==> src/common/batchPkg.sv <==
`default_nettype none

package batchPkg;

    localparam int NUM_CHAN    = 3;
    localparam int BATCH_DEPTH = 16;
    localparam int NUM_BANKS   = 4;
    localparam int FRAC_BITS   = 12;
    // Cycles from sample read address to channel sum
    localparam int PIPE_LAT    = 3;

    typedef logic [NUM_CHAN-1:0] ctrlBitsT;
    typedef logic signed [15:0] fixT;
    typedef logic signed [15:0] estT;
    typedef logic [$clog2(BATCH_DEPTH)-1:0] sampleIdxT;
    typedef logic [$clog2(NUM_BANKS)-1:0] bankT;

    typedef struct packed {
        fixT re;
        fixT im;
    } complexT;

    typedef struct packed {
        bankT writeBank;
        bankT lookBank;
        bankT calcBank;
        logic prevCalcParity;
    } bankSelT;

    // Input terms, indexed [set][channel][control bit], set 0 backward and set 1 forward
    localparam fixT gammaRe [2][NUM_CHAN][NUM_CHAN] = '{
        '{'{16'sd512, -16'sd256, 16'sd128}, '{-16'sd384, 16'sd640, -16'sd192},
          '{16'sd256, 16'sd128, -16'sd448}},
        '{'{16'sd448, 16'sd192, -16'sd320}, '{-16'sd224, 16'sd576, 16'sd160},
          '{16'sd352, -16'sd96, 16'sd288}}
    };
    localparam fixT gammaIm [2][NUM_CHAN][NUM_CHAN] = '{
        '{'{16'sd96, -16'sd160, 16'sd64}, '{16'sd200, -16'sd72, 16'sd144},
          '{-16'sd120, 16'sd88, 16'sd176}},
        '{'{-16'sd80, 16'sd136, -16'sd48}, '{16'sd112, -16'sd184, 16'sd72},
          '{-16'sd152, 16'sd64, -16'sd96}}
    };

    // Backward and lookahead factors
    localparam fixT lambdaRe [NUM_CHAN] = '{16'sd3686, 16'sd3482, 16'sd3277};
    localparam fixT lambdaIm [NUM_CHAN] = '{16'sd410, -16'sd614, 16'sd819};
    // Forward factors
    localparam fixT phiRe [NUM_CHAN] = '{16'sd3891, 16'sd3584, 16'sd3379};
    localparam fixT phiIm [NUM_CHAN] = '{-16'sd205, 16'sd512, -16'sd717};

    localparam fixT weightFwdRe [NUM_CHAN] = '{16'sd2048, -16'sd1536, 16'sd1229};
    localparam fixT weightFwdIm [NUM_CHAN] = '{-16'sd819, 16'sd1024, -16'sd410};
    localparam fixT weightBwdRe [NUM_CHAN] = '{16'sd1843, 16'sd1331, -16'sd1024};
    localparam fixT weightBwdIm [NUM_CHAN] = '{16'sd614, -16'sd717, 16'sd922};

    // Full product, arithmetic shift, low 16 bits kept
    function automatic fixT fixMul(fixT a, fixT b);
        logic signed [31:0] prod;
        prod = a * b;
        return fixT'(prod >>> FRAC_BITS);
    endfunction

    function automatic complexT cMul(complexT a, complexT b);
        complexT res;
        res.re = fixMul(a.re, b.re) - fixMul(a.im, b.im);
        res.im = fixMul(a.re, b.im) + fixMul(a.im, b.re);
        return res;
    endfunction

    function automatic complexT cAdd(complexT a, complexT b);
        complexT res;
        res.re = a.re + b.re;
        res.im = a.im + b.im;
        return res;
    endfunction

endpackage

`default_nettype wire

==> src/estimator/resultCombine.sv <==
`timescale 1ns/1ps
`default_nettype none

module resultCombine
    import batchPkg::*;
(
    input  logic      clk,
    input  logic      rst,
    input  fixT       fwdSum,
    input  fixT       bwdSum,
    input  sampleIdxT sampleIdx,
    input  sampleIdxT sampleIdxRev,
    input  logic      parity,
    input  logic      outEnable,
    output estT       estOut,
    output logic      estValid
);

    typedef struct packed {
        logic      enable;
        logic      parity;
        sampleIdxT idx;
        sampleIdxT idxRev;
    } slotT;

    slotT dly [PIPE_LAT];
    slotT cur;
    fixT  fwdMem [2 * BATCH_DEPTH];
    fixT  bwdMem [2 * BATCH_DEPTH];
    fixT  fwdRd;
    fixT  bwdRd;
    logic rdValid;

    // Counter state delayed to match the channel pipeline
    always_ff @(posedge clk) begin
        if (!rst) begin
            for (int i = 0; i < PIPE_LAT; i++) begin
                dly[i] <= '0;
            end
        end else begin
            dly[0] <= '{outEnable, parity, sampleIdx, sampleIdxRev};
            for (int i = 1; i < PIPE_LAT; i++) begin
                dly[i] <= dly[i-1];
            end
        end
    end

    assign cur = dly[PIPE_LAT-1];

    // Write the new half, read back the half of the previous batch
    // Backward sums come in reversed, so they go in at the reversed index
    always_ff @(posedge clk) begin
        fwdMem[{~cur.parity, cur.idx}]    <= fwdSum;
        bwdMem[{~cur.parity, cur.idxRev}] <= bwdSum;
        fwdRd  <= fwdMem[{cur.parity, cur.idx}];
        bwdRd  <= bwdMem[{cur.parity, cur.idx}];
        estOut <= fwdRd + bwdRd;
    end

    always_ff @(posedge clk) begin
        if (!rst) begin
            rdValid  <= 1'b0;
            estValid <= 1'b0;
        end else begin
            rdValid  <= cur.enable;
            estValid <= rdValid;
        end
    end

    // A valid estimate only ever reads halves that were written
    estKnown: assert property (@(posedge clk) disable iff (!rst)
        estValid |-> !$isunknown(estOut))
        else $error("valid estimate holds unknown bits");

endmodule

`default_nettype wire

==> config.mk <==
export PLATFORM = sky130hd
export DESIGN_NAME = resultCombine
export DESIGN_NICKNAME = d
export VERILOG_FILES = /design/src/common/batchPkg.sv /design/src/estimator/resultCombine.sv
export SDC_FILE = /design/constraint.sdc
export NUM_CORES = 1
export LEC_CHECK = 0
export BUFFER_PORTS_ARGS = -buffer_cell sky130_fd_sc_hd__buf_2
export CAP_MARGIN = 20
export CORE_MARGIN = 2
export CORE_UTILIZATION = 29
export DETAILED_ROUTE_END_ITERATION = 10
export SETUP_SLACK_MARGIN = 0.1
export SLEW_MARGIN = 25
export SYNTH_ARGS = -nofsm -noshare
export SYNTH_HDL_FRONTEND = slang
export SYNTH_SLANG_ARGS = --single-unit
export TNS_END_PERCENT = 5
==> constraint.sdc <==
create_clock -name clk -period 2.54 [get_ports clk]
set_clock_uncertainty 0.05 [all_clocks]
set_input_delay 0.127 -clock clk [delete_from_list [all_inputs] [get_ports clk]]
set_output_delay 0.127 -clock clk [all_outputs]
set_load 0.01 [all_outputs]
==> results of run 1 <==
## flip-flops by register name (all words and copies together) (netlist names)
name,cells
dly,30
fwdRd,16
fwdMem,512
bwdMem,512
estValid,1
estOut,16
bwdRd,16
rdValid,1
## cell families (layout without fill, tap and decap cells)
kind of cell	Yosys count	in the layout
compound gates	166	166
xor+xnor	12	12
fa+ha+maj	16	16
buf+inv	99	459
flops	1104	1104
mux	256	256
simple gates	194	194
## power by group
group          total, mW  internal, mW  leakage, nW  switching, mW
logic               1.65         0.654         3.53          0.999
clock network       17.1          10.2         1.90           6.91
registers           20.3          20.1         9.92          0.161
## placed cells by master, fill, tap and decap left out, drive strengths merged, types with 4 or more instances in the layout
master | Yosys | routed
mux4 | 256 | 256
clkbuf | 44 | 137
edfxtp | 1024 | 1024
inv | 0 | 8
xnor2 | 8 | 8
dfxtp | 80 | 80
o21ai | 7 | 7
ha | 15 | 15
dlygate4sd3 | 0 | 53
clkinv | 0 | 42
and2 | 35 | 35
or2 | 4 | 4
nand4 | 32 | 32
a21oi | 11 | 11
buf | 55 | 197
clkinvlp | 0 | 4
nand2 | 16 | 16
nand3 | 6 | 6
and3 | 4 | 4
nand2b | 5 | 5
nand3b | 4 | 4
a22oi | 128 | 128
nor2 | 75 | 75
a21o | 7 | 7
xor2 | 4 | 4
bufinv | 0 | 18
## final cells by class
class | instances | area (µm²)
Clock buffer | 137 | 2960
Clock inverter | 72 | 927
Fill cell | 13000 | 91800
Multi-Input combinational cell | 644 | 8420
Sequential cell | 1104 | 32400
Tap cell | 1890 | 2360
Timing Repair Buffer | 250 | 2440
## per-layer routing
metal | wire length, µm | track usage [%]
met5 | 27 | 0
met4 | 2800 | 4.63
met1 | 42500 | 19.1
met3 | 7460 | 2.38
met2 | 47600 | 21.7
## worst max path at each step
stage	from	endpoint	slack, ps
global route	dly[0][24]	fwdRd[9]	70
global placement	bwdRd[4]	estOut[15]	-170
finish	fwdRd[4]	estOut[13]	140
detailed placement	bwdRd[4]	estOut[15]	-150
floorplan	dly[0][24]	fwdMem[0][0]	180
CTS	bwdRd[4]	estOut[13]	60
## worst max-delay path, delay by kind of cell, from the launching register on
family	cells	cell delay, ps
AOI/OAI and AO/OA	3	590
and+or+nand+nor	2	690
adders and majority gates	1	360
buffers and inverters	1	170
DFF	1	470
## timing repair
item,CTS,global route
setup endpoints to repair,2,3
gates resized for setup,1,5
endpoints found under the hold margin,1056,0
hold buffers,53,0
pin swaps,0,1
==> reports/qor_table.md, run 1 <==
| Metric | Reported |
|---|---|
| Share of the synthesized netlist area taken by xor and xnor gates | 0.255% |
| First-pass iteration count of the detailed router | 5 |
| Core Util, Final | 35.0% |
| Cell type with the largest total area after synthesis | sky130_fd_sc_hd__edfxtp_1 |
| Drc violations | 0 |
| Type of the worst min-delay path | reg2reg |
| Worst max-slew margin expressed relative to the limit | 27.9% |
| Count of flip-flops with a built-in enable after synthesis | 1024 |
| Total routed wirelength | 100 mm |
| Synthesized instance count | 1847 |
| Worst Max-Slew Pin Slew | 1080 ps |
| Global-route usage over all layers | 13.7% |
| Number of design-rule violations left by the first detailed-router iteration | 2311 |
| Vertical die dimension | 381 µm |
| Reg2Reg Launch Point | fwdRd[4] |
| Static Leak | 15.4 nW |
| Flop and latch count out of synthesis | 1104 |
| Ordered cell list for the critical path | ha_1 -> a21oi_1 -> o211ai_1 -> and3_1 -> o21ai_0 -> nor4bb_2 -> buf_4 |
| Top flip-flop cell by instance count after synthesis | sky130_fd_sc_hd__edfxtp_1 |
| DR WL/cell | 24.5 µm |
| Fin. Hold Viols | 0 |
| Vias | 20000 |
| CTS buffer count | 110 |
| Signed area change from the synthesized netlist to the final layout | 20.1% |
| Starting Density | 29.2% |
| Post-route ant nets | 0 |
| Capture endpoint of the worst hold path | dly[0][21] |
| Number of pins with negative max-slew slack in the final report | 0 |
| Clock latency on the worst-skew pair | 700 ps |
| Die ar. | 0.145 mm² |
| Fin crit share | 94.5% |
| Post-Syn Nets | 1907 |
| Post-synthesis sequential area ratio | 78.6% |
| Layout net count | 2170 |
| First-pass GRT wire length | 146 mm |
| Final setup vio count | 0 |
| Core area | 0.141 mm² |
| Top-level port count | 61 |
| Highest attainable clock frequency | 416 MHz |
| Average instance area after synthesis | 22.3 µm² |
| RSZ-0062 raised after global routing | true |
| Number of synthesis warnings | 0 |
| Worst hold path cell count | 1 |
| Via count of the first global-routing pass | 20700 |
| Final HPWL from detailed placement | 61.6 mm |
| Cell depth of the worst flop-to-flop path | 7 |
| R2r setup slk | 140 ps |
| Outcome | complete, no violations |
| Antenna diodes | 0 |
| Clock-pin slew on the worst setup and hold paths | 60 ps |
| Data arrival, critical path | 2990 ps |
| Number of violations of the max-capacitance limit | 0 |
| Ys async rst share | 0% |
| Critical Path RT | 3130 ps |
| WS Path Type | reg2reg |
| Hold Slack | 378 ps |
| Multiplexer share of the synthesized area | 14.0% |
| Placement Cell Area | 0.0450 mm² |
| Final Worst Setup Slack | 139 ps |
| Endpoint of the lowest-slack register-to-register path | estOut[13] |
| Adder-Cell Fraction of Synth Area | 0.504% |
| Root buffer cell | sky130_fd_sc_hd__clkbuf_16 |
| H-Tree Level Count | 3 |
| Slowest library cell on the worst path | sky130_fd_sc_hd__dfxtp_1 |
| Top cell types by occurrence after synthesis | 1024 x sky130_fd_sc_hd__edfxtp_1, 256 x sky130_fd_sc_hd__mux4_2, 128 x sky130_fd_sc_hd__a22oi_1 |
| Most frequent cell after synthesis | sky130_fd_sc_hd__edfxtp_1 |
| Buffer count from post-CTS setup fixing | 0 |
| Worst-case setup slack after placement | -152 ps |
| GRT overflow | 0 |
| P per Cell Area | 788 mW/mm² |
| Final std cells w/o fill | 4097 |
| Worst Min Path Start | dly[0][11] |
| Buffer levels on the longest clock path | 3 |
| Count of input and output buffers | 60 |
| Aggregate negative setup slack | 0 ps |
| Post-layout total power | 39.0 mW |
| Fraction of layout cells with a size suffix above 1 | 31.0% |
| DIE WIDTH | 381 µm |
| Kind of launch point of the worst setup path | flop |
| Post-synthesis cell type count | 42 |
| Final period demand of the worst path | 2400 ps |
| Placer Congestion | 0.836 |
| Total number of clock tree sinks | 1104 |
| Largest driver fanout on the critical path | 6 |
| Post-synthesis compound-gate area fraction | 2.94% |
| Cell Rows | 138 |
| Area fraction of the dominant cell type after synthesis | 74.7% |
| Largest cells by area after synthesis | sky130_fd_sc_hd__edfxtp_1 75%, sky130_fd_sc_hd__mux4_2 14%, sky130_fd_sc_hd__dfxtp_1 3.9% |
| Worst ir drop on vdd | 0.520 mV |
| Largest net degree at the start of global routing | 51 |
| Post-detailed-route via-to-cell ratio | 4.88 |
| CTS tree | done |
| Antenna violations before repair | 2 |
| Largest stage delay on the critical path | 470 ps |
| Non-Filler Cell Area, Final | 0.0495 mm² |
| Critical path endpoint category | flop |
| Cell area after synthesis | 0.0412 mm² |
| Post-synthesis simple-gate area fraction | 2.42% |
| Placed Cells | 3835 |
| Main combinational cell family by area after synthesis | multiplexers |
No activity file was read; power rests on OpenSTA's default activity.
==> run 2: changes to the inputs <==
Settings changed: CELL_PAD_IN_SITES_DETAIL_PLACEMENT set to 1, CELL_PAD_IN_SITES_GLOBAL_PLACEMENT set to 1, PLACE_DENSITY_LB_ADDON set to 0.1, RECOVER_POWER set to 100.
==> run 2 against run 1 <==
  * Setup slack got worse by 65 ps
  * The run now ends with max-capacitance violations, max-slew violations left
  * Critical path type unchanged
  * Clock power increased by 5%
  * Non-clock buffer count increased by 86
  * Power increased by 2.5%
  * First-iteration DRC count decreased by 36%
  * Largest power group unchanged
  * Combinational power increased by 4%
==> reports/qor_table.md, run 2 (synthesized netlist as in run 1, its figures left out) <==
| Metric | Reported |
|---|---|
| Fin crit share | 97.1% |
| CTS tree | done |
| Largest stage delay on the critical path | 480 ps |
| Slowest library cell on the worst path | sky130_fd_sc_hd__a22oi_1 |
| Core area | 0.141 mm² |
| Buffer levels on the longest clock path | 3 |
| Final Worst Setup Slack | 73.8 ps |
| Highest attainable clock frequency | 405 MHz |
| Clock-pin slew on the worst setup and hold paths | 60 ps |
| Cell Rows | 138 |
| Via count of the first global-routing pass | 22000 |
| Count of input and output buffers | 60 |
| Worst max-slew margin expressed relative to the limit | -22.7% |
| Failing checks | max-capacitance violations, max-slew violations |
| Most frequent standard cell in the layout excluding fill and tap cells | sky130_fd_sc_hd__edfxtp_1 |
| Final setup vio count | 0 |
| WS Path Type | reg2reg |
| DR WL/cell | 28.9 µm |
| Vias | 20400 |
| Die ar. | 0.145 mm² |
| Root buffer cell | sky130_fd_sc_hd__clkbuf_16 |
| Number of pins with negative max-slew slack in the final report | 166 |
| Commonest cells after routing, fill and taps aside | 1024 x sky130_fd_sc_hd__edfxtp_1, 256 x sky130_fd_sc_hd__mux4_2, 139 x sky130_fd_sc_hd__clkbuf_1, 137 x sky130_fd_sc_hd__clkbuf_16, 114 x sky130_fd_sc_hd__a22oi_1 |
| Register area | 0.0324 mm² |
| Number of buffers and inverters on the critical path | 3 |
| Signed area change from the synthesized netlist to the final layout | 21.2% |
| Core Util, Final | 35.3% |
| Vertical die dimension | 381 µm |
| P per Cell Area | 801 mW/mm² |
| Starting Density | 29.2% |
| Ordered cell list for the critical path | buf_4 -> buf_4 -> buf_4 -> mux4_2 -> a22oi_1 -> nand4_1 |
| Switching power | 8.58 mW |
| Outcome | complete, but fails checks |
| Worst path top cell family by delay | buffers and inverters |
| Critical Path RT | 3040 ps |
| Placed Cells | 3876 |
| RSZ-0062 raised after global routing | true |
| Combinational power share | 4.3% |
| Pint | 31.4 mW |
| Final std cells w/o fill | 4211 |
| Relative contribution of sequential cells to total power | 50.7% |
| Static Leak | 15.5 nW |
| H-Tree Level Count | 4 |
| GRT overflow | 0 |
| Total number of clock tree sinks | 1104 |
| Worst ir drop on vdd | 0.555 mV |
| DIE WIDTH | 381 µm |
| Worst-case setup slack after placement | -253 ps |
| First-pass iteration count of the detailed router | 5 |
| Data arrival, critical path | 2960 ps |
| Number of design-rule violations left by the first detailed-router iteration | 1488 |
| Post-detailed-route via-to-cell ratio | 4.85 |
| Placer Congestion | 0.736 |
| Post-layout total power | 40.0 mW |
| Switching share of power | 21.5% |
| Number of violations of the max-capacitance limit | 6 |
| Final period demand of the worst path | 2470 ps |
| Filler cell count in the final layout | 13900 |
| Multi-input combinational cell area | 0.00843 mm² |
| Antenna violations before repair | 7 |
| First-pass GRT wire length | 172 mm |
| CTS buffer count | 131 |
| Drc violations | 0 |
| Clk pwr share | 45.0% |
| Total routed wirelength | 122 mm |
| Largest net degree at the start of global routing | 36 |
| Final HPWL from detailed placement | 74.4 mm |
| Fin. Hold Viols | 0 |
| Post-route ant nets | 0 |
| Fraction of layout cells with a size suffix above 1 | 28.4% |
| Global-route usage over all layers | 17.0% |
| Clock latency on the worst-skew pair | 770 ps |
| Biggest regs | bwdMem x512, fwdMem x512, dly x30 |
| Kind of launch point of the worst setup path | flop |
| Worst Max-Slew Pin Slew | 1840 ps |
| Largest driver fanout on the critical path | 18 |
| Cell with the most instances on the worst path | sky130_fd_sc_hd__buf_4 |
| Layout net count | 2277 |
| Top-level port count | 61 |
| Type of the worst min-delay path | reg2reg |
| Critical path endpoint category | flop |
## run 2: cell types whose count changed in the layout (fill, tap and decap cells not counted), sizes merged, moves of 2 or more
cell | before | now
buf | 197 | 113
bufinv | 18 | 6
clkbuf | 137 | 346
inv | 8 | 5
bufbuf | 0 | 3
clkinvlp | 4 | 1
clkinv | 42 | 44
## run 2: what timing repair did
action,CTS,global route
endpoints found under the setup margin,8,8
gates resized for setup,25,8
hold endpoints to repair,1056,0
hold buffers,54,0
setup buffers,24,13
pin swaps,8,10
gates cloned,6,1
## run 2: path summary, 6_finish.rpt
| kind | slack [ps] | start | cells past startpoint | endpoint |
|---|---|---|---|---|
| max | 70 | dly[0][25] | 6 | fwdRd[1] |
| min | 370 | dly[0][9] | 1 | dly[0][19] |
| max reg2reg | 70 | dly[0][25] | 6 | fwdRd[1] |
| min reg2reg | 370 | dly[0][9] | 1 | dly[0][19] |
## run 2: metal layers
layer	up-vias	wire, µm	track usage (%)
met5	-	27	0
met4	4	3220	5.50
met3	176	5300	3.57
met2	433	57100	26.2
met1	11200	56200	23.9
li1	8587	-	-
## run 2: metrics by stage
stage / TNS, ps / cell area [µm²] / hold slack [ps]
6_report: 0 / 49900 / 375
5_1_grt: 0 / 49900 / 390
4_1_cts: 0 / 50500 / 287
3_5_place_dp: -975 / 45300 / 289
3_3_place_gp: -906 / 45300 / 284
2_1_floorplan: 0 / 41200 / 176
## run 2: layout make-up
cell class / instances / share of cell area [%]
clock buffer: 180 / 7.27
antenna: 1 / 0.00501
clock inverter: 56 / 0.973
tap: 1890 / 4.74
multi-input combinational: 644 / 16.9
sequential: 1104 / 64.8
timing repair buffer: 336 / 5.30
## run 2: power by group through the flow
stage                     combinational (mW)  sequential (mW)  clock (mW)
after floorplan                        0.768             20.6           0
after global placement                  1.66             20.6           0
after detailed placement                1.68             20.7           0
after CTS                               1.81             20.3        18.6
after global routing                    1.87             20.3        19.2
final                                   1.71             20.3        18.0
==> run 3: changes to the inputs <==
Clock period 2.54 ns to 2.4 ns, I/O delays scaled along.
==> run 3 against run 2 <==
  * The run still ends with max-capacitance violations, max-slew violations left
  * Sequential share of layout area decreased by 0.92 points
  * Via count increased by 0.73%
  * Largest power group unchanged
  * Count of clock-buffer cells in the layout down 8
  * Combinational power is 9.9% higher
  * Final area up 1.4%
  * Sequential power up 6%
  * Core utilization rose by 0.50 points
  * Clock power increased by 9%
==> reports/qor_table.md, run 3 (synthesized netlist as in run 1, its figures left out) <==
| Metric | Reported |
|---|---|
| Outcome | complete, but fails checks |
| Failing checks | max-capacitance violations, max-slew violations |
| Grt met3 use | 3.13% |
| Global-route track usage on met1 | 23.8% |
| Final HPWL from detailed placement | 74.7 mm |
| Switching share of power | 21.2% |
| CTS buffer count | 130 |
| WS Path Type | reg2reg |
| Biggest regs | bwdMem x512, fwdMem x512, dly x30 |
| Fraction of layout cells with a size suffix above 1 | 31.3% |
| Buffer levels on the longest clock path | 3 |
| Register area | 0.0324 mm² |
| Multi-input combinational cell area | 0.00845 mm² |
| Final Worst Setup Slack | 27.8 ps |
| Post-route ant nets | 0 |
| Layout net count | 2310 |
| Vias | 20600 |
| Filler cell count in the final layout | 13800 |
| Combinational power share | 4.4% |
| Total number of clock tree sinks | 1104 |
| DIE WIDTH | 381 µm |
| Clock latency on the worst-skew pair | 760 ps |
| Hold Slack | 385 ps |
| RSZ-0062 raised after global routing | true |
| Starting Density | 29.2% |
| Static Leak | 15.9 nW |
| Count of input and output buffers | 60 |
| Worst-case setup slack after placement | -291 ps |
| Final std cells w/o fill | 4244 |
| Die ar. | 0.145 mm² |
| Worst ir drop on vdd | 0.389 mV |
| Worst Max-Slew Pin Slew | 1660 ps |
| Type of the worst min-delay path | reg2reg |
| Root buffer cell | sky130_fd_sc_hd__clkbuf_16 |
| Number of violations of the max-capacitance limit | 6 |
| Clk pwr share | 45.6% |
| Cell depth of the worst flop-to-flop path | 7 |
| Largest driver fanout on the critical path | 10 |
| Cell Rows | 138 |
| Post-detailed-route via-to-cell ratio | 4.85 |
| Highest attainable clock frequency | 422 MHz |
| Placed Cells | 3917 |
| Core area | 0.141 mm² |
| Worst hold path cell count | 1 |
| Via count of the first global-routing pass | 22300 |
| Post-layout total power | 42.9 mW |
| Signed area change from the synthesized netlist to the final layout | 23.0% |
| Clock-pin slew on the worst setup and hold paths | 60 ps |
| CTS tree | done |
| Non-Filler Cell Area, Final | 0.0506 mm² |
| P per Cell Area | 848 mW/mm² |
| Global-route usage over all layers | 16.6% |
| Core Util, Final | 35.8% |
| Switching power | 9.10 mW |
| Total routed wirelength | 119 mm |
| Final period demand of the worst path | 2370 ps |
| Relative contribution of sequential cells to total power | 50.0% |
| Placement Cell Area | 0.0460 mm² |
| Most frequent standard cell in the layout excluding fill and tap cells | sky130_fd_sc_hd__edfxtp_1 |
| Fin. Hold Viols | 0 |
| Placer Congestion | 0.737 |
| Aggregate negative setup slack | 0 ps |
| Number of pins with negative max-slew slack in the final report | 165 |
| Critical path endpoint category | flop |
| H-Tree Level Count | 4 |
| First-pass iteration count of the detailed router | 7 |
| Number of design-rule violations left by the first detailed-router iteration | 1510 |
| Data arrival, critical path | 2810 ps |
| GRT overflow | 0 |
| Kind of launch point of the worst setup path | flop |
| First-pass GRT wire length | 170 mm |
| Commonest cells after routing, fill and taps aside | 1024 x sky130_fd_sc_hd__edfxtp_1, 256 x sky130_fd_sc_hd__mux4_2, 134 x sky130_fd_sc_hd__clkbuf_16, 108 x sky130_fd_sc_hd__a22oi_1, 102 x sky130_fd_sc_hd__clkbuf_1 |
| Drc violations | 0 |
| Met2 capacity usage during global routing | 25.6% |
| Busiest metal layer after global routing | met2 |
| Vertical die dimension | 381 µm |
| Largest net degree at the start of global routing | 33 |
| Fin crit share | 98.8% |
| Pint | 33.8 mW |
| Antenna violations before repair | 8 |
| Final setup vio count | 0 |
| Top-level port count | 61 |
| Critical Path RT | 2840 ps |
| Worst max-slew margin expressed relative to the limit | -10.8% |
| DR WL/cell | 28.0 µm |
run 3: cell count changes in the layout (fill, tap and decap cells not counted), moves of 6 or more:
| cell | change |
|---|---|
| sky130_fd_sc_hd__clkbuf_1 | -37 |
| sky130_fd_sc_hd__a22oi_2 | +6 |
| sky130_fd_sc_hd__a22oi_1 | -6 |
| sky130_fd_sc_hd__clkinv_1 | -6 |
| sky130_fd_sc_hd__buf_12 | +19 |
| sky130_fd_sc_hd__buf_4 | +25 |
| sky130_fd_sc_hd__clkbuf_2 | -6 |
| sky130_fd_sc_hd__bufinv_16 | +6 |
| sky130_fd_sc_hd__clkbuf_4 | +21 |
run 3: worst paths after layout:
kind / start / endpoint / slack, ps
max: dly[0][24] / fwdRd[9] / 30
min reg2reg: dly[0][15] / dly[0][25] / 380
max reg2reg: dly[0][24] / fwdRd[9] / 30
min: dly[0][15] / dly[0][25] / 380
run 3: critical path: stages, from the launching register on:
cell	delay [ps]
sky130_fd_sc_hd__dfxtp_4	430
sky130_fd_sc_hd__buf_12	130
sky130_fd_sc_hd__buf_12	140
sky130_fd_sc_hd__buf_6	160
sky130_fd_sc_hd__mux4_2	560
sky130_fd_sc_hd__a22oi_2	150
sky130_fd_sc_hd__buf_4	160
sky130_fd_sc_hd__nand4_1	300
run 3: repair_timing:
action	4_1_cts	5_1_grt
buffers inserted	24	6
setup endpoints to repair	9	25
gates resized for setup	24	14
endpoints found under the hold margin	1056	0
hold buffers	57	0
pin swaps	13	6
cloned	4	0
run 3: final cells by class:
| class | instances | share of cell area [%] |
|---|---|---|
| clock inverter | 63 | 1.35 |
| tap | 1890 | 4.67 |
| sequential | 1104 | 63.9 |
| multi-input combinational | 644 | 16.7 |
| clock buffer | 172 | 7.01 |
| antenna | 1 | 0.00494 |
| timing repair buffer | 370 | 6.35 |
run 3: power groups by stage:
stage	combinational, mW	clock (mW)	sequential (mW)
6_report	1.88	19.6	21.5
5_1_grt	2.05	20.8	21.5
4_1_cts	1.99	20.2	21.5
3_5_place_dp	1.86	0	21.9
3_3_place_gp	1.83	0	21.9
2_1_floorplan	0.813	0	21.8
run 3: routing by layer:
layer | share of wire, % | vias to the layer above
li1 | - | 8651
met1 | 47 | 11300
met2 | 47 | 433
met3 | 4.3 | 144
met4 | 2.3 | 2
met5 | 0.011 | -
